==> config.mk <==
export PLATFORM = sky130hd
export DESIGN_NAME = conv_top
export DESIGN_NICKNAME = d
export VERILOG_FILES = /design/src/common/conv_arith_pkg.sv /design/src/common/conv_geom_pkg.sv /design/src/verilog/conv_top.sv /design/src/pe/relu_maxpool.sv /design/src/pe/conv_mac.sv /design/src/window/window_fetch.sv /design/src/window/scan_ctrl.sv
export SDC_FILE = /design/constraint.sdc
export NUM_CORES = 2
export LEC_CHECK = 0
export BUFFER_PORTS_ARGS = -buffer_cell sky130_fd_sc_hd__buf_4
export CORE_ASPECT_RATIO = 1.2
export CORE_MARGIN = 2
export CORE_UTILIZATION = 25
export DETAILED_ROUTE_END_ITERATION = 16
export GPL_TIMING_DRIVEN = 0
export HOLD_SLACK_MARGIN = 0.05
export PLACE_DENSITY_LB_ADDON = 0.15
export SLEW_MARGIN = 25
export SYNTH_ARGS = -nofsm -noshare
export SYNTH_HDL_FRONTEND = slang
export SYNTH_SLANG_ARGS = --single-unit
==> constraint.sdc <==
create_clock -name clk -period 7.8 [get_ports clk]
set_clock_uncertainty 0.2 [all_clocks]
set_input_delay 0.39 -clock clk [delete_from_list [all_inputs] [get_ports clk]]
set_output_delay 0.39 -clock clk [all_outputs]
set_load 0.02 [all_outputs]
==> src/common/conv_arith_pkg.sv <==
`default_nettype none

package conv_arith_pkg;

	typedef logic [7:0] pixel_t;         // feature map pixel, unsigned
	typedef logic signed [7:0] weight_t;
	typedef logic signed [15:0] bias_t;

	// nine 17-bit products plus bias need 20 bits, one spare
	typedef logic signed [20:0] acc_t;

	typedef logic [7:0] pool_t;          // after relu, shift and saturation

	// right shift applied to the accumulator before saturating to 8 bits
	localparam int DEF_OUT_SHIFT = 4;

endpackage

`default_nettype wire

==> src/common/conv_geom_pkg.sv <==
`default_nettype none

package conv_geom_pkg;

	// row / column coordinates, enough for a 64x64 image
	localparam int COORD_W = 6;
	typedef logic [COORD_W-1:0] coord_t;

	// 3x3 window, taps numbered row-major from top-left
	localparam int TAPS = 9;
	typedef logic [TAPS-1:0] tap_mask_t; // 1 = tap inside image

	// write port target
	typedef enum logic [1:0] {
		WR_IMAGE  = 2'd0,
		WR_WEIGHT = 2'd1,
		WR_BIAS   = 2'd2
	} wr_sel_t;

	typedef enum logic {
		SCAN_IDLE = 1'b0,
		SCAN_RUN  = 1'b1
	} scan_state_t;

	localparam int DEF_IMG_W = 8;
	localparam int DEF_IMG_H = 8;

endpackage

`default_nettype wire
==> src/verilog/conv_top.sv <==
`timescale 1ns/1ps
`default_nettype none

module conv_top #(
	parameter int IMG_W     = conv_geom_pkg::DEF_IMG_W,
	parameter int IMG_H     = conv_geom_pkg::DEF_IMG_H,
	parameter int OUT_SHIFT = conv_arith_pkg::DEF_OUT_SHIFT
) (
	input  wire                     clk,
	input  wire                     i_reset,
	input  wire                     i_wr_en,
	input  conv_geom_pkg::wr_sel_t  i_wr_sel,
	input  wire  [11:0]             i_wr_addr,
	input  conv_arith_pkg::bias_t   i_wr_data,
	input  wire                     i_start,
	output logic                    o_busy,
	output logic                    o_out_valid,
	output conv_arith_pkg::pool_t   o_out_data,
	output logic                    o_done
);
	import conv_geom_pkg::*;
	import conv_arith_pkg::*;

	logic      img_we, wt_we, bias_we;
	logic      win_valid, win_last;
	coord_t    win_row, win_col;
	tap_mask_t win_mask;
	pixel_t    taps [TAPS];
	logic      tap_valid, tap_last;
	acc_t      acc;
	logic      acc_valid, acc_last;

	assign img_we  = i_wr_en && (i_wr_sel == WR_IMAGE);
	assign wt_we   = i_wr_en && (i_wr_sel == WR_WEIGHT);
	assign bias_we = i_wr_en && (i_wr_sel == WR_BIAS);

	scan_ctrl #(.IMG_W(IMG_W), .IMG_H(IMG_H)) scan_i (
		.clk(clk), .i_reset(i_reset), .i_start(i_start),
		.o_busy(o_busy), .o_win_valid(win_valid),
		.o_win_row(win_row), .o_win_col(win_col),
		.o_win_mask(win_mask), .o_win_last(win_last)
	);

	window_fetch #(.IMG_W(IMG_W), .IMG_H(IMG_H)) fetch_i (
		.clk(clk), .i_reset(i_reset),
		.i_wr_en(img_we), .i_wr_addr(i_wr_addr), .i_wr_data(i_wr_data[7:0]),
		.i_win_valid(win_valid), .i_win_row(win_row), .i_win_col(win_col),
		.i_win_mask(win_mask), .i_win_last(win_last),
		.o_taps(taps), .o_valid(tap_valid), .o_last(tap_last)
	);

	conv_mac mac_i (
		.clk(clk), .i_reset(i_reset),
		.i_wt_we(wt_we), .i_bias_we(bias_we),
		.i_wt_addr(i_wr_addr[3:0]), .i_wr_data(i_wr_data),
		.i_taps(taps), .i_valid(tap_valid), .i_last(tap_last),
		.o_acc(acc), .o_valid(acc_valid), .o_last(acc_last)
	);

	relu_maxpool #(.OUT_SHIFT(OUT_SHIFT)) pool_i (
		.clk(clk), .i_reset(i_reset),
		.i_acc(acc), .i_valid(acc_valid), .i_last(acc_last),
		.o_out_valid(o_out_valid), .o_out_data(o_out_data), .o_done(o_done)
	);

endmodule

`default_nettype wire

==> src/pe/relu_maxpool.sv <==
`timescale 1ns/1ps
`default_nettype none

module relu_maxpool #(
	parameter int OUT_SHIFT = conv_arith_pkg::DEF_OUT_SHIFT
) (
	input  wire                    clk,
	input  wire                    i_reset,
	input  conv_arith_pkg::acc_t   i_acc,
	input  wire                    i_valid,
	input  wire                    i_last,
	output logic                   o_out_valid,
	output conv_arith_pkg::pool_t  o_out_data,
	output logic                   o_done
);
	import conv_arith_pkg::*;

	acc_t       shifted;
	pool_t      act;      // activated result of this window
	pool_t      max_r;    // running max of the group
	pool_t      max_nxt;
	logic [1:0] cnt;

	assign shifted = i_acc >>> OUT_SHIFT;

	always_comb begin
		if (i_acc < 0)
			act = '0;
		else if (shifted > acc_t'(255))
			act = 8'd255; // saturate
		else
			act = pool_t'(shifted);
	end

	// first of four starts a new group
	assign max_nxt = ((cnt == 2'd0) || (act > max_r)) ? act : max_r;

	always_ff @(posedge clk) begin
		if (i_valid)
			max_r <= max_nxt;
		if (i_valid && (cnt == 2'd3))
			o_out_data <= max_nxt;
	end

	always_ff @(posedge clk) begin
		if (i_reset) begin
			cnt         <= 2'd0;
			o_out_valid <= 1'b0;
			o_done      <= 1'b0;
		end else begin
			if (i_valid)
				cnt <= cnt + 2'd1;
			o_out_valid <= i_valid && (cnt == 2'd3);
			o_done      <= i_valid && (cnt == 2'd3) && i_last;
		end
	end

endmodule

`default_nettype wire

==> src/pe/conv_mac.sv <==
`timescale 1ns/1ps
`default_nettype none

module conv_mac (
	input  wire                     clk,
	input  wire                     i_reset,
	input  wire                     i_wt_we,
	input  wire                     i_bias_we,
	input  wire  [3:0]              i_wt_addr,
	input  conv_arith_pkg::bias_t   i_wr_data,
	input  conv_arith_pkg::pixel_t  i_taps [conv_geom_pkg::TAPS],
	input  wire                     i_valid,
	input  wire                     i_last,
	output conv_arith_pkg::acc_t    o_acc,
	output logic                    o_valid,
	output logic                    o_last
);
	import conv_geom_pkg::*;
	import conv_arith_pkg::*;

	localparam int PROD_W = 17; // s8 x u8

	weight_t                  wt [TAPS];
	bias_t                    bias;
	logic signed [PROD_W-1:0] prod [TAPS];
	logic                     p_valid, p_last;
	acc_t                     sum;

	always_ff @(posedge clk) begin
		if (i_wt_we && (i_wt_addr < 4'(TAPS)))
			wt[i_wt_addr] <= weight_t'(i_wr_data[7:0]);
		if (i_bias_we)
			bias <= i_wr_data;
	end

	// stage 1, pixels zero-extended so they stay unsigned
	always_ff @(posedge clk) begin
		if (i_valid) begin
			for (int t = 0; t < TAPS; t++) begin
				prod[t] <= $signed({1'b0, i_taps[t]}) * wt[t];
			end
		end
	end

	// adder tree, sign-extended to accumulator width
	always_comb begin
		sum = acc_t'(bias);
		for (int t = 0; t < TAPS; t++) begin
			sum = sum + acc_t'(prod[t]);
		end
	end

	// stage 2
	always_ff @(posedge clk) begin
		if (p_valid)
			o_acc <= sum;
	end

	always_ff @(posedge clk) begin
		if (i_reset) begin
			p_valid <= 1'b0;
			p_last  <= 1'b0;
			o_valid <= 1'b0;
			o_last  <= 1'b0;
		end else begin
			p_valid <= i_valid;
			p_last  <= i_valid && i_last;
			o_valid <= p_valid;
			o_last  <= p_valid && p_last;
		end
	end

endmodule

`default_nettype wire

==> src/window/window_fetch.sv <==
`timescale 1ns/1ps
`default_nettype none

module window_fetch #(
	parameter int IMG_W = conv_geom_pkg::DEF_IMG_W,
	parameter int IMG_H = conv_geom_pkg::DEF_IMG_H
) (
	input  wire                       clk,
	input  wire                       i_reset,
	input  wire                       i_wr_en,
	input  wire  [11:0]               i_wr_addr,
	input  conv_arith_pkg::pixel_t    i_wr_data,
	input  wire                       i_win_valid,
	input  conv_geom_pkg::coord_t     i_win_row,
	input  conv_geom_pkg::coord_t     i_win_col,
	input  conv_geom_pkg::tap_mask_t  i_win_mask,
	input  wire                       i_win_last,
	output conv_arith_pkg::pixel_t    o_taps [conv_geom_pkg::TAPS],
	output logic                      o_valid,
	output logic                      o_last
);
	import conv_geom_pkg::*;
	import conv_arith_pkg::*;

	localparam int DEPTH  = IMG_W * IMG_H;
	localparam int ADDR_W = $clog2(DEPTH);

	pixel_t            mem [DEPTH];
	logic [ADDR_W-1:0] tap_addr [TAPS];

	// row-major image, addr = row * IMG_W + col
	always_ff @(posedge clk) begin
		if (i_wr_en)
			mem[i_wr_addr[ADDR_W-1:0]] <= i_wr_data;
	end

	// neighbour addresses around the window center
	// masked taps may wrap here, their data is dropped below
	always_comb begin
		for (int t = 0; t < TAPS; t++) begin
			tap_addr[t] = ADDR_W'((int'(i_win_row) + t / 3 - 1) * IMG_W
				+ int'(i_win_col) + t % 3 - 1);
		end
	end

	always_ff @(posedge clk) begin
		if (i_win_valid) begin
			for (int t = 0; t < TAPS; t++) begin
				o_taps[t] <= i_win_mask[t] ? mem[tap_addr[t]] : '0; // zero padding
			end
		end
	end

	always_ff @(posedge clk) begin
		if (i_reset) begin
			o_valid <= 1'b0;
			o_last  <= 1'b0;
		end else begin
			o_valid <= i_win_valid;
			o_last  <= i_win_valid && i_win_last;
		end
	end

endmodule

`default_nettype wire

==> src/window/scan_ctrl.sv <==
`timescale 1ns/1ps
`default_nettype none

module scan_ctrl #(
	parameter int IMG_W = conv_geom_pkg::DEF_IMG_W,
	parameter int IMG_H = conv_geom_pkg::DEF_IMG_H
) (
	input  wire                       clk,
	input  wire                       i_reset,
	input  wire                       i_start,
	output logic                      o_busy,
	output logic                      o_win_valid,
	output conv_geom_pkg::coord_t     o_win_row,
	output conv_geom_pkg::coord_t     o_win_col,
	output conv_geom_pkg::tap_mask_t  o_win_mask,
	output logic                      o_win_last
);
	import conv_geom_pkg::*;

	localparam coord_t LAST_PROW = coord_t'(IMG_H / 2 - 1);
	localparam coord_t LAST_PCOL = coord_t'(IMG_W / 2 - 1);
	localparam coord_t LAST_ROW  = coord_t'(IMG_H - 1);
	localparam coord_t LAST_COL  = coord_t'(IMG_W - 1);
	localparam logic [2:0] DRAIN = 3'd4; // fetch + mac + pool stages after the last window

	scan_state_t state;
	coord_t      prow, pcol;  // pooled output position
	logic [1:0]  quad;        // quadrant within the 2x2 group
	logic [2:0]  drain_cnt;
	logic        dr, dc;
	logic        last_win;

	// quadrant order (0,0) (0,1) (1,1) (1,0)
	assign dr = quad[1];
	assign dc = quad[1] ^ quad[0];

	assign o_win_valid = (state == SCAN_RUN);
	assign o_win_row   = {prow[COORD_W-2:0], dr};
	assign o_win_col   = {pcol[COORD_W-2:0], dc};
	assign last_win    = (quad == 2'd3) && (pcol == LAST_PCOL) && (prow == LAST_PROW);
	assign o_win_last  = o_win_valid && last_win;
	assign o_busy      = (state == SCAN_RUN) || (drain_cnt != 3'd0);

	// clear taps that fall off the image edges
	always_comb begin
		o_win_mask = '1;
		for (int t = 0; t < TAPS; t++) begin
			if ((t / 3 == 0) && (o_win_row == '0))
				o_win_mask[t] = 1'b0;
			if ((t / 3 == 2) && (o_win_row == LAST_ROW))
				o_win_mask[t] = 1'b0;
			if ((t % 3 == 0) && (o_win_col == '0))
				o_win_mask[t] = 1'b0;
			if ((t % 3 == 2) && (o_win_col == LAST_COL))
				o_win_mask[t] = 1'b0;
		end
	end

	always_ff @(posedge clk) begin
		if (i_reset) begin
			state     <= SCAN_IDLE;
			prow      <= '0;
			pcol      <= '0;
			quad      <= '0;
			drain_cnt <= '0;
		end else begin
			if (drain_cnt != 3'd0)
				drain_cnt <= drain_cnt - 3'd1;
			case (state)
				SCAN_IDLE: begin
					if (i_start && (drain_cnt == 3'd0)) begin // ignored while draining
						state <= SCAN_RUN;
						prow  <= '0;
						pcol  <= '0;
						quad  <= '0;
					end
				end
				SCAN_RUN: begin
					quad <= quad + 2'd1;
					if (quad == 2'd3) begin
						if (pcol == LAST_PCOL) begin
							pcol <= '0;
							if (prow == LAST_PROW) begin
								state     <= SCAN_IDLE;
								drain_cnt <= DRAIN;
							end else
								prow <= prow + coord_t'(1);
						end else
							pcol <= pcol + coord_t'(1);
					end
				end
				default: state <= SCAN_IDLE;
			endcase
		end
	end

endmodule

`default_nettype wire

==> metrics.md <==
| Metric | Value |
|---|---|
| Status | finished, final reports clean |
| Crit Reg-Reg Startpoint | scan_i.quad[1] |
| Async set-reset flop share out of synthesis | 0 |
| Vias in the first global route | 46900 |
| Weighted congestion at the end of routability-driven global placement | slightly above 1 |
| Leakage | slightly below 30 nW |
| Pin count of the biggest net entering global routing | 75 |
| Most frequent cells in the layout | edfxtp_1 (858), inv_1 (692), fa_1 (463) |
| Number of antenna violations at the first check in global routing | 27 |
| Std-Cell Core Area | 270000 µm² |
| Delay of the slowest cell on the worst path | 0.76 ns |
| F_max | 133 MHz |
| Total via count in the routed design | 45600 |
| Count of endpoints failing hold in the final timing report | 0 |
| Post-DP HPWL | roughly 230000 µm |
| Cell family contributing the most delay on the critical path | buffers and inverters |
| Worst hold path depth | 3 |
| Starting Density | 0.251 |
| Biggest fanout along the worst timing path | 11 |
| Worst setup slack for register-to-register paths | between 0.3 and 0.4 ns |
| Power Total | around 41 mW |
| Unrepaired setup endpoints after global routing | false |
| Layout cell share with drive strength beyond 1 | 0.157 |
| Number of enable-type register cells in the synthesized netlist | 858 |
| Count of boundary I/O pins | 45 |
| VDD IR max | ~1.4 mV |
| Number of maximum-capacitance constraint violations | 0 |
| Number of rows created at floorplan | 209 |
| Final worst path period share | 0.961 |
| Synth Area per Inst | 12.8 µm² |
| Violation count after the first detailed-routing iteration | 4687 |
| Register bit count reported by yosys | 886 |
| # clock sinks | 886 |
| Part of the Yosys area used for sequential elements | 0.387 |
| Min-Delay Startpoint | i_wr_addr[2] |
| Number of instances in the synthesized netlist | 5314 |
| Height of the chip | 575 µm |
| Type of the tightest min-delay check | in -> reg |
| Number of port buffers | 33 |
| Post-synthesis cell type count | 72 |
| Cell at the root of the clock tree | clkbuf_16 |
| Slew Limit Headroom | 0.192 |
| Critical Path Start Type | flop |
| Buffer levels on the longest clock path | 3 |
| Worst path bufs/invs | 10 |
| Routed wire length | between 200000 and 300000 µm |
| Cell mode on critical path | buf_4 |
| Die W | around 480 µm |
| Slew at the pin closest to its max-slew limit | 1.18 ns |
| TritonCTS buffer count | 110 |
| Number of detailed-routing iterations run before antenna repair | 5 |
| Die area | 276000 µm² |
| Post-detailed-placement cell area | between 70000 and 80000 µm² |
| First-pass GRT wire length | 394000 µm |
| Power Density | 530 nW/µm² |
| Clock tree from TritonCTS | yes |
| H-tree level count | 3 |
| Launch point of the critical path | scan_i.quad[1] |
| Worst EP arrival | 7.77 ns |
| Fin crit period | 7.49 ns |
| Total of fill cells in the finished design | 27700 |
| Setup bufs post-CTS | 0 |
| Capturing element type of the critical path | flop |
| Antenna Nets Post-Route | 0 |
| Total non-filler cell area in the finished layout | between 70000 and 80000 µm² |
| Worst path required time | slightly above 8 ns |
| Final-stage net count | 6436 |
| Wirelength per Cell | about 31 µm |
| Final setup vio count | 0 |
| DRC violations left | 0 |
| Dominant synthesized flop cell | edfxtp_1 |
| Synthesized Nets | 6260 |
| Relative area change from synthesis to final layout | 13.3% |
| Most common library cell in the layout ignoring fill and taps | edfxtp_1 |
| Gr ovfl total | 0 |
| Worst Hold Endpoint | mac_i.wt[0][2] |
| CP Class | reg -> reg |
| Mapped cell area | 68000 µm² |
| Global routing usage summed across all routing layers | 0.207 |
| Clk Latency, worst-skew pair | 0.83 ns |
| Worst path cell trace | ha_1 -> buf_4 -> inv_1 -> buf_4 -> buf_4 -> buf_4 -> ha_1 -> buf_4 -> buf_2 -> buf_2 -> buf_2 -> buf_2 -> a21oi_1 -> mux4_2 -> o22ai_1 |
| Post-detailed-route via-to-cell ratio | 4.97 |
| Max-slew violations | 0 |
| Slowest stage cell, crit path | buf_2 |
| Setup TNS Final | 0 ns |
| Number of warnings printed during yosys synthesis | 0 |
| Worst Reg-to-Reg Cells | 15 |
| Reg-to-reg critical path endpoint | fetch_i.o_taps[41] |
| Clock transition time at the flip-flop clock pins of the worst setup and hold paths | 0.06 ns |
-- Yosys cell counts, drive strengths merged (5+ instances only) --
cell type  instances  area [µm²]
ha               449        5620
mux2              42         473
and3              14        87.6
fa               463        9270
o21ai             81         405
a211oi            28         210
nor2             251         942
or3               16         100
buf              111         678
o31a               7        61.3
a22oi              8        60.1
nand2b            68         425
o41ai              5        43.8
o31ai              5        37.5
xor2              42         398
edfxtp           858       25800
mux4             419        9440
a2111oi            6        56.3
nor3              53         265
xnor2            119        1050
nand4             10        62.6
a31oi             15        93.8
nor4               7        43.8
nand2            436        1640
and2             308        1930
or4                5        37.5
a32oi             32         280
nand3b            11        82.6
a21boi             5        37.5
o21a              39         293
o22ai             45         282
nor2b             43         269
or2                6        37.5
inv              693        2600
a21o              31         233
clkbuf            74         278
o21bai            10        75.1
a21oi            121         606
o211ai            18         135
dfxtp             28         561
nand3             52         260
mux2i            236        2360
-- per-stage QoR --
step	util	std cells	setup slack, ns	hold WS (ns)
after floorplan	-	5314	1.14	0.206
after global placement	0.269	8934	-1.95	0.221
after detailed placement	0.271	8947	-0.0361	0.218
after CTS	0.285	9160	0.201	0.0553
after global routing	0.285	9163	0.0226	0.105
final	0.285	9173	0.307	0.135
-- cells by family after synthesis --
kind of cell	count (synthesis)	synth area share
and+or+nand+nor	1289	0.0920
adders and majority gates	912	0.219
DFF	886	0.387
buffers and inverters	878	0.0523
muxes	697	0.181
AOI/OAI and AO/OA	491	0.0476
xor gates and xnor gates	161	0.0213
-- worst max-delay path by stage --
| stage | end | cells after the start | slack (ns) |
|---|---|---|---|
| final | fetch_i.o_taps[41] | 15 | 0.31 |
| after global routing | mac_i.o_acc[19] | 23 | 0.02 |
| after CTS | mac_i.o_acc[18] | 23 | 0.20 |
| after detailed placement | mac_i.o_acc[19] | 23 | -0.04 |
| after global placement | fetch_i.o_taps[42] | 14 | -1.95 |
| after floorplan | mac_i.o_acc[18] | 23 | 1.14 |
-- area by class of cell --
cell class                 count  area, µm²  share of cell area
clock buffer                 129       2840              0.0369
inverter                     693       2600              0.0338
buffer                       185       1000              0.0130
tap                         3587       4490              0.0583
sequential                   886      26300               0.342
timing repair buffer          64        744             0.00966
clock inverter                67        686             0.00890
multi-input combinational   3550      38300               0.497
antenna                       12       30.0            0.000390
-- layer usage --
layer  global-route usage  wire length (µm)  up-vias
met5                    0                90        -
met4                0.126             20500       10
met3               0.0338             16200      521
met2                0.349            139000     1776
met1                0.248            113000    23900
li1                     -                 -    19400
-- flip-flops by register name, indices dropped and copies added, names as in the netlist, 2 cells and up --
signal	flops
fetch_i.mem	512
mac_i.prod	153
fetch_i.o_taps	72
mac_i.wt	72
mac_i.o_acc	17
mac_i.bias	16
pool_i.max_r	8
pool_i.o_out_data	8
scan_i.pcol	6
scan_i.prow	6
scan_i.drain_cnt	3
pool_i.cnt	2
scan_i.quad	2
-- repair_timing --
item                                    4_1_cts  5_1_grt
hold endpoints to repair                    470       71
endpoints found under the setup margin        2        3
gates resized for setup                       1        1
hold buffers                                 17        1
-- power breakdown --
group / internal, mW / total [mW] / switching (mW) / leakage [nW]
registers: 7.21 / 7.71 / 0.496 / 8.01
clock network: 2.85 / 5.10 / 2.25 / 1.70
logic: 11.8 / 28.0 / 16.2 / 19.7
total: 21.9 / 40.8 / 19.0 / 29.4
-- tightest hold or removal path: stages --
cell	delay, ns
buf_4	0.11
nor3_1	0.06
and2_1	0.30
Note: power is estimated with default switching activity, not from simulation.
